### config.mk
export PLATFORM = sky130hd
export DESIGN_NAME = aluApbTop
export DESIGN_NICKNAME = d
export VERILOG_FILES = /design/src/logic/apbPkg.sv /design/src/logic/aluPkg.sv /design/src/logic/aluApbRegs.sv /design/src/logic/aluLogicUnit.sv /design/src/logic/shiftAddMultiplier.sv /design/src/logic/resultCollector.sv /design/src/logic/aluApbTop.sv
export VERILOG_INCLUDE_DIRS = /design/src /design/src/logic
export SDC_FILE = /design/constraint.sdc
export NUM_CORES = 1
export LEC_CHECK = 0
export BUFFER_PORTS_ARGS = -buffer_cell sky130_fd_sc_hd__buf_4
export CAP_MARGIN = 20
export CORE_UTILIZATION = 59
export CTS_CLUSTER_SIZE = 30
export DETAILED_ROUTE_END_ITERATION = 8
export HOLD_SLACK_MARGIN = 0.1
export MAX_ROUTING_LAYER = met4
export PLACE_DENSITY_LB_ADDON = 0.3
export SYNTH_ARGS = -nofsm -noshare
export SYNTH_HDL_FRONTEND = slang
export SYNTH_HIERARCHICAL = 1
export SYNTH_SLANG_ARGS = --single-unit
### constraint.sdc
create_clock -name iClk -period 3.7 [get_ports iClk]
set_clock_uncertainty 0.15 [all_clocks]
set_input_delay 0.37 -clock iClk [delete_from_list [all_inputs] [get_ports iClk]]
set_output_delay 0.37 -clock iClk [all_outputs]
set_load 0.01 [all_outputs]
### src/logic/alu_defines.svh
`ifndef ALU_DEFINES_SVH
`define ALU_DEFINES_SVH

// Operand width that the opcode set is built around
`define DATA_WIDTH 8

// MUL returns the full double-width product
`define RESULT_WIDTH (2 * `DATA_WIDTH)

// ************************************************************
// APB register map as byte offsets
// ************************************************************

`define REG_OPA    8'h00
`define REG_OPB    8'h04
`define REG_CTRL   8'h08 // Writing an opcode here launches the operation
`define REG_STATUS 8'h0C // Bit 0 busy, bit 1 zero, bit 2 carry
`define REG_RESULT 8'h10

`endif

### src/logic/apbPkg.sv
`default_nettype none

package apbPkg;

	localparam int APB_ADDR_WIDTH = 8;
	localparam int APB_DATA_WIDTH = 32;

	// Driven by the requester for both setup and access phases
	typedef struct packed
	{
		logic psel;
		logic penable;
		logic pwrite;
		logic [APB_ADDR_WIDTH-1:0] paddr;
		logic [APB_DATA_WIDTH-1:0] pwdata;
	} apbReq_t;

	// Returned by the slave and only meaningful in the access phase
	typedef struct packed
	{
		logic [APB_DATA_WIDTH-1:0] prdata;
		logic pready;
		logic pslverr;
	} apbRsp_t;

endpackage

`default_nettype wire

### src/logic/aluPkg.sv
`default_nettype none

`include "alu_defines.svh"

package aluPkg;

	// Codes above MUL are illegal
	typedef enum logic [3:0]
	{
		ADD = 4'h0,
		SUB = 4'h1,
		AND = 4'h2,
		OR  = 4'h3,
		XOR = 4'h4,
		NOT = 4'h5,
		SHL = 4'h6,
		SHR = 4'h7,
		INC = 4'h8,
		DEC = 4'h9,
		MUL = 4'hA
	} aluOp_e;

	// One operation handed to both execution units
	typedef struct packed
	{
		logic start; // Single-cycle pulse
		aluOp_e op;
		logic [`DATA_WIDTH-1:0] opA;
		logic [`DATA_WIDTH-1:0] opB;
	} aluIssue_t;

	typedef struct packed
	{
		logic valid;
		logic [`RESULT_WIDTH-1:0] value;
		logic carry; // Carry, borrow or shifted-out bit
	} aluResult_t;

	function automatic logic isLegalOp(input logic [3:0] code);
		return code <= MUL;
	endfunction

endpackage

`default_nettype wire

### src/logic/aluApbRegs.sv
`timescale 1ns/1ps
`default_nettype none

`include "alu_defines.svh"

module aluApbRegs
(
	input logic iClk,
	input logic rstN,
	input apbPkg::apbReq_t apbReq,
	output apbPkg::apbRsp_t apbRsp,
	output aluPkg::aluIssue_t issue,
	input aluPkg::aluResult_t result,
	input logic zero,
	input logic done
);
	import apbPkg::*;
	import aluPkg::*;

	logic accessPhase;
	logic wrAccess;
	logic addrMapped;
	logic ctrlWrite;
	logic opLegal;
	logic ctrlAccept;
	logic errAccess;
	logic [3:0] wrCode;
	logic [`DATA_WIDTH-1:0] opA;
	logic [`DATA_WIDTH-1:0] opB;
	aluOp_e lastOp;
	logic busy;
	logic startQ;
	logic [APB_DATA_WIDTH-1:0] readData;

	// ************************************************************
	// Access decode
	// ************************************************************

	assign accessPhase = apbReq.psel && apbReq.penable;
	assign wrAccess = accessPhase && apbReq.pwrite;
	assign wrCode = apbReq.pwdata[3:0];
	assign opLegal = isLegalOp(wrCode);

	always_comb
	begin
		case (apbReq.paddr)
			`REG_OPA, `REG_OPB, `REG_CTRL, `REG_STATUS, `REG_RESULT: addrMapped = 1'b1;
			default: addrMapped = 1'b0;
		endcase
	end

	assign ctrlWrite = wrAccess && apbReq.paddr == `REG_CTRL;
	assign ctrlAccept = ctrlWrite && !busy && opLegal;

	// Bad address, busy unit or unknown opcode
	assign errAccess = accessPhase && (!addrMapped || (ctrlWrite && !ctrlAccept));

	// ************************************************************
	// Register state
	// ************************************************************

	always_ff @(posedge iClk)
	begin
		if (!rstN)
		begin
			opA <= '0;
			opB <= '0;
			lastOp <= ADD;
		end
		else
		begin
			if (wrAccess && apbReq.paddr == `REG_OPA)
				opA <= apbReq.pwdata[`DATA_WIDTH-1:0];
			if (wrAccess && apbReq.paddr == `REG_OPB)
				opB <= apbReq.pwdata[`DATA_WIDTH-1:0];
			if (ctrlAccept)
				lastOp <= aluOp_e'(wrCode);
		end
	end

	// Busy spans from the accepted write up to the collector's done
	always_ff @(posedge iClk)
	begin
		if (!rstN)
		begin
			busy <= 1'b0;
			startQ <= 1'b0;
		end
		else
		begin
			startQ <= ctrlAccept;
			if (ctrlAccept)
				busy <= 1'b1;
			else if (done)
				busy <= 1'b0;
		end
	end

	assign issue = '{start: startQ, op: lastOp, opA: opA, opB: opB};

	always_comb
	begin
		readData = '0;
		case (apbReq.paddr)
			`REG_OPA: readData[`DATA_WIDTH-1:0] = opA;
			`REG_OPB: readData[`DATA_WIDTH-1:0] = opB;
			`REG_CTRL: readData[3:0] = lastOp;
			`REG_STATUS: readData[2:0] = {result.carry, zero, busy};
			`REG_RESULT: readData[`RESULT_WIDTH-1:0] = result.value;
			default: readData = '0;
		endcase
	end

	// No wait states
	assign apbRsp = '{
		prdata: (accessPhase && !apbReq.pwrite) ? readData : '0,
		pready: 1'b1,
		pslverr: errAccess
	};

	// Each completion closes the operation in flight and never lands on a launch
	assert property (@(posedge iClk) disable iff (!rstN) done |-> busy && !issue.start);

endmodule

`default_nettype wire

### src/logic/aluLogicUnit.sv
`timescale 1ns/1ps
`default_nettype none

`include "alu_defines.svh"

module aluLogicUnit
(
	input logic iClk,
	input logic rstN,
	input aluPkg::aluIssue_t issue,
	output aluPkg::aluResult_t result
);
	import aluPkg::*;

	localparam int PAD = `RESULT_WIDTH - `DATA_WIDTH;

	logic startMine;
	logic [`DATA_WIDTH:0] wide; // Top bit is the carry
	logic [`DATA_WIDTH-1:0] resValue;
	logic resCarry;
	logic resValid;

	assign startMine = issue.start && issue.op != MUL;

	always_comb
	begin
		case (issue.op)
			ADD: wide = {1'b0, issue.opA} + {1'b0, issue.opB};
			SUB: wide = {1'b0, issue.opA} - {1'b0, issue.opB}; // Borrow shows up on top
			AND: wide = {1'b0, issue.opA & issue.opB};
			OR:  wide = {1'b0, issue.opA | issue.opB};
			XOR: wide = {1'b0, issue.opA ^ issue.opB};
			NOT: wide = {1'b0, ~issue.opA};
			SHL: wide = {issue.opA, 1'b0};
			SHR: wide = {issue.opA[0], 1'b0, issue.opA[`DATA_WIDTH-1:1]};
			INC: wide = {1'b0, issue.opA} + 1'b1;
			DEC: wide = {1'b0, issue.opA} - 1'b1;
			default: wide = '0;
		endcase
	end

	always_ff @(posedge iClk)
	begin
		if (!rstN)
			resValid <= 1'b0;
		else
			resValid <= startMine;
	end

	always_ff @(posedge iClk)
	begin
		if (startMine)
		begin
			resValue <= wide[`DATA_WIDTH-1:0];
			resCarry <= wide[`DATA_WIDTH];
		end
	end

	assign result = '{
		valid: resValid,
		value: {{PAD{1'b0}}, resValue},
		carry: resCarry
	};

	// One-cycle answer to each of its own launches
	assert property (@(posedge iClk) disable iff (!rstN)
		startMine |=> result.valid ##1 !result.valid);

endmodule

`default_nettype wire

### src/logic/shiftAddMultiplier.sv
`timescale 1ns/1ps
`default_nettype none

`include "alu_defines.svh"

module shiftAddMultiplier
(
	input logic iClk,
	input logic rstN,
	input aluPkg::aluIssue_t issue,
	output aluPkg::aluResult_t result
);
	import aluPkg::*;

	localparam int PAD = `RESULT_WIDTH - `DATA_WIDTH;

	logic startMul;
	logic running;
	logic resValid;
	logic [2:0] count;
	logic [`RESULT_WIDTH-1:0] opAWide;
	logic [`RESULT_WIDTH-1:0] acc;
	logic [`RESULT_WIDTH-1:0] mcand;
	logic [`RESULT_WIDTH-1:0] addend;
	logic [`DATA_WIDTH-1:0] mplier;

	assign startMul = issue.start && issue.op == MUL;
	assign opAWide = {{PAD{1'b0}}, issue.opA};
	assign addend = mplier[0] ? mcand : '0;

	// ************************************************************
	// Step control
	// ************************************************************

	// The load performs step 0, so counts 1..7 finish the other seven
	always_ff @(posedge iClk)
	begin
		if (!rstN)
		begin
			running <= 1'b0;
			count <= '0;
			resValid <= 1'b0;
		end
		else
		begin
			resValid <= 1'b0;
			if (startMul)
			begin
				running <= 1'b1;
				count <= 3'd1;
			end
			else if (running)
			begin
				count <= count + 3'd1;
				if (count == 3'd7)
				begin
					running <= 1'b0;
					resValid <= 1'b1;
				end
			end
		end
	end

	// ************************************************************
	// Shift-and-add datapath
	// ************************************************************

	always_ff @(posedge iClk)
	begin
		if (startMul)
		begin
			acc <= issue.opB[0] ? opAWide : '0;
			mcand <= opAWide << 1;
			mplier <= issue.opB >> 1;
		end
		else if (running)
		begin
			acc <= acc + addend;
			mcand <= mcand << 1; // Next bit weight
			mplier <= mplier >> 1;
		end
	end

	// Acc holds the product until the next load
	assign result = '{valid: resValid, value: acc, carry: 1'b0};

	assert property (@(posedge iClk) disable iff (!rstN) running |-> !issue.start);

endmodule

`default_nettype wire

### src/logic/resultCollector.sv
`timescale 1ns/1ps
`default_nettype none

module resultCollector
(
	input logic iClk,
	input logic rstN,
	input aluPkg::aluResult_t logicRes,
	input aluPkg::aluResult_t mulRes,
	output aluPkg::aluResult_t stored,
	output logic zero,
	output logic done
);

	// Stored.valid stays set once any result has been captured
	always_ff @(posedge iClk)
	begin
		if (!rstN)
		begin
			stored <= '0;
			done <= 1'b0;
		end
		else
		begin
			done <= logicRes.valid || mulRes.valid;
			if (logicRes.valid)
				stored <= logicRes;
			else if (mulRes.valid)
				stored <= mulRes;
		end
	end

	// Nothing held yet reads as not zero
	assign zero = stored.valid && stored.value == '0;

	// Only one unit answers any given launch
	assert property (@(posedge iClk) disable iff (!rstN) !(logicRes.valid && mulRes.valid));

endmodule

`default_nettype wire

### src/logic/aluApbTop.sv
`timescale 1ns/1ps
`default_nettype none

module aluApbTop
(
	input logic iClk,
	input logic rstN,
	input apbPkg::apbReq_t apbReq,
	output apbPkg::apbRsp_t apbRsp
);
	import aluPkg::*;

	aluIssue_t issue;
	aluResult_t logicRes;
	aluResult_t mulRes;
	aluResult_t stored;
	logic zero;
	logic done;

	aluApbRegs u_aluApbRegs
	(
		.iClk(iClk),
		.rstN(rstN),
		.apbReq(apbReq),
		.apbRsp(apbRsp),
		.issue(issue),
		.result(stored),
		.zero(zero),
		.done(done)
	);

	// Both units see every launch and pick out their own opcodes
	aluLogicUnit u_aluLogicUnit
	(
		.iClk(iClk),
		.rstN(rstN),
		.issue(issue),
		.result(logicRes)
	);

	shiftAddMultiplier u_shiftAddMultiplier
	(
		.iClk(iClk),
		.rstN(rstN),
		.issue(issue),
		.result(mulRes)
	);

	resultCollector u_resultCollector
	(
		.iClk(iClk),
		.rstN(rstN),
		.logicRes(logicRes),
		.mulRes(mulRes),
		.stored(stored),
		.zero(zero),
		.done(done)
	);

endmodule

`default_nettype wire

==> impl_metrics.csv <==
group,metric,value,unit
status,status,"completed",
route,drtAntennaViolNets,0,
yosys,synth_area_per_cell,8.80,um^2
placement,place_ws,573,ps
hold_path,hp-class,"primary input to flip-flop",
power,power_frac_comb,0.044,
worst_setup_path,r2r.worst_path.cells,10,
yosys,synthCells,745,
sta,worst_slack,521,ps
layout,syn_to_final_growth,7.57,%
hold_path,hold_end,"u_shiftAddMultiplier/count[0]",
clocking,cts.path.max_buffers,2,
sta,slew_headroom,0.266,
placement,hpwlAfterDp,11600,um
worst_setup_path,r2r_slack,520,ps
sta,setup_viol,0,
hold_path,hold_depth,2,
clocking,cts_sinks,94,
route,drt-wirelength-per-cell,17.8,um
sta,drv_slew,0,
sta,rsz0062_at_grt,"false",
power,sw_frac_of_total,0.232,
worst_setup_path,slowest_stage,"dfxtp_1",
hold_path,worstHoldStart,"rstN",
route,detail_route.iter0.violations,459,
power,switchingPower,434,uW
worst_setup_path,start_kind,"flip-flop",
route,drc_errors,0,
placement,gp_congestion,0.980,
clocking,clockRootBuffer,"clkbuf_8",
worst_setup_path,critPathKind,"flip-flop to flip-flop",
sta,period_share,0.859,
clocking,cts_tree,"yes",
worst_setup_path,max_stage_delay,690,ps
floorplanning,core,10800,um^2
global_routing,antenna_found_initial,0,
power,power.leakage,0.00288,uW
route,via_count,5468,
worst_setup_path,critical_path_buf_inv_count,0,
floorplanning,die_area,11500,um^2
route,routed_wl,16400,um
yosys,async_reset_ff_frac,0,
clocking,path_clk_slew,100,ps
yosys,synth_seq_cells,94,
floorplanning,initial_core_util,0.605,
layout,nFillCells,913,
layout,layout-drive-gt1-share,0.116,
placement,portBuffers,37,
power,power_density,265,nW/um^2
global_routing,gr-total-overflow,0,
worst_setup_path,crit_fanout,13,
layout,final_cell_count_no_fill,918,
sta,max_freq,315,MHz
yosys,synth_edf_count,40,
power,ir_drop,316,uV
floorplanning,dieWidth,107,um
global_routing,track_usage,0.304,
route,dr.pass1.iters,5,
worst_setup_path,cp_common_cell,"a21oi_1",
floorplanning,io_pins,79,
clocking,clock_latency,390,ps
clocking,cts-buffers-inserted,9,
worst_setup_path,cp.required,3680,ps
worst_setup_path,arrival,3150,ps
layout,nets,861,
run,cap_viol_max_count,0,
sta,finalSetupTns,0,ps
worst_setup_path,worstPathCellList,"and2b_4 > nand2_1 > a21oi_1 > a21oi_1 > ha_1 > nor2b_1 > o31a_1 > o31ai_1 > xor2_1 > o22ai_1",
global_routing,grt_max_degree,36,
yosys,synth.distinct_cells,76,
placement,dp_cells,894,
floorplanning,die_y,107,um
power,power_frac_seq,0.574,
clocking,htreeDepth,3,
clocking,cts_setup_buffers,0,
yosys,syn_area,6560,um^2
sta,post-route-min-period,3180,ps
yosys,yosysSeqAreaShare,0.348,
layout,layout_commonest_cell,"nand2_1",
worst_setup_path,worstReg2RegEnd,"u_aluLogicUnit/resValue[7]",
yosys,synth_warnings,6,
layout,n_antenna_cell,0,
sta,worstMarginPinSlew,1100,ps
power,p_int,1440,uW
worst_setup_path,critPathCaptureType,"flip-flop",
route,via_per_inst,5.96,
power,clockPowerShare,0.382,
sta,finalHoldViolCount,0,
global_routing,grt_pass1_vias,5187,
layout,final_cell_mix,"nand2_1, nor2_1, dfxtp_1",
global_routing,grt_pass1_wl,25800,um
worst_setup_path,path_delay_family,"compound AO/OA/AOI/OAI gates",
floorplanning,rows,38,
worst_setup_path,r2r-start,"u_aluApbRegs/lastOp[3]",
yosys,ys.flop_type,"dfxtp_1",
flip-flops by register name (all words and copies together), names as in the netlist, 4 cells and up:
signal and count:
u_shiftAddMultiplier/mcand 15, u_resultCollector/stored 18, u_shiftAddMultiplier/acc 16, u_aluApbRegs/opA 8
u_shiftAddMultiplier/mplier 7, u_aluApbRegs/lastOp 4, u_aluApbRegs/opB 8, u_aluLogicUnit/resValue 8
cells in the mapped netlist (all sizes together) (3+ instances only):
master  count  area share
nor4        6      0.0067
conb        4      0.0023
nand4       8      0.0086
buf        44       0.050
o211ai      5      0.0057
a22oi       6      0.0069
inv        28       0.016
clkbuf     17       0.012
o22ai       3      0.0029
nand2      92       0.053
o221ai      3      0.0040
a211o       4      0.0053
mux2        7       0.012
a31oi       4      0.0038
o31ai       3      0.0034
mux4        4       0.014
xnor2      15       0.020
nor2b       5      0.0048
nand3      29       0.023
o21a        4      0.0046
edfxtp     40        0.18
nand2b     13       0.012
ha         41       0.078
xor2        3      0.0040
o21ai      42       0.032
o21bai      5      0.0057
a21o        4      0.0046
mux2i      50       0.076
a221oi      4      0.0063
a21boi      5      0.0057
or3         6      0.0059
a21oi      45       0.035
and2       46       0.044
nor3        9      0.0076
dfxtp      54        0.16
nor2       59       0.034
routing by layer:
metal  global-route usage  share of wire  up-vias
li1                     -              -     2625
met3               0.0557          0.065       59
met1                0.359           0.41     2554
met5                    -              0        -
met4                0.172          0.046        0
met2                0.491           0.48      230
kinds of logic (layout without fill, tap and decap cells):
kind of cell	after synthesis	after routing	share of synthesized area
adder cells (fa/ha/maj)	43	43	0.0843
AND/OR/NAND/NOR	288	288	0.220
buffers and inverters	91	102	0.0805
flip-flops	94	94	0.348
AO/OA/AOI/OAI	146	146	0.138
XOR/XNOR	18	18	0.0240
multiplexers	61	61	0.103
other	4	26	0.00229
worst max-delay path by stage:
| stage | from | endpoint | depth (start not counted) | slack (ps) |
|---|---|---|---|---|
| global route | u_aluApbRegs/opB[1] | u_aluLogicUnit/resValue[7] | 12 | 440 |
| detailed placement | u_aluApbRegs/lastOp[3] | u_aluLogicUnit/resValue[7] | 10 | 570 |
| finish | u_aluApbRegs/lastOp[3] | u_aluLogicUnit/resValue[7] | 10 | 520 |
| CTS | u_aluApbRegs/lastOp[3] | u_aluLogicUnit/resValue[7] | 10 | 550 |
| global placement | u_aluApbRegs/lastOp[3] | u_aluLogicUnit/resValue[7] | 10 | 650 |
| floorplan | u_aluApbRegs/lastOp[2] | u_aluLogicUnit/resValue[7] | 11 | 940 |
cell type report:
| cell class | count | area, um^2 | share of cell area |
|---|---|---|---|
| flip-flops and latches | 94 | 2280 | 0.324 |
| repair buffers | 57 | 448 | 0.0635 |
| inverters | 29 | 109 | 0.0154 |
| clock buffers | 11 | 174 | 0.0247 |
| clock inverters | 5 | 36.3 | 0.00514 |
| multi-input cells | 582 | 3830 | 0.543 |
| well taps | 140 | 175 | 0.0248 |
repair_timing:
| item | in CTS | in global routing |
|---|---|---|
| hold endpoints to repair | 13 | 0 |
| hold buffers | 8 | 0 |
| resized for setup | 0 | 0 |
power by group through the flow:
| stage | logic (uW) | clock network, uW | registers (uW) |
|---|---|---|---|
| 6_report | 82.0 | 714 | 1070 |
| 5_1_grt | 89.4 | 769 | 1070 |
| 4_1_cts | 79.6 | 730 | 1070 |
| 3_5_place_dp | 72.7 | 0 | 1100 |
| 3_3_place_gp | 69.8 | 0 | 1100 |
| 2_1_floorplan | 63.3 | 0 | 1100 |
per-stage QoR:
stage	hold WS, ps	utilization	cell area (um^2)	power, uW
after floorplan	268	-	6640	1160
after global placement	284	0.624	6760	1170
after detailed placement	308	0.624	6760	1170
after CTS	206	0.651	7050	1880
after global routing	222	0.651	7050	1930
final	227	0.651	7050	1870
Note: power is estimated with default switching activity, not from simulation.
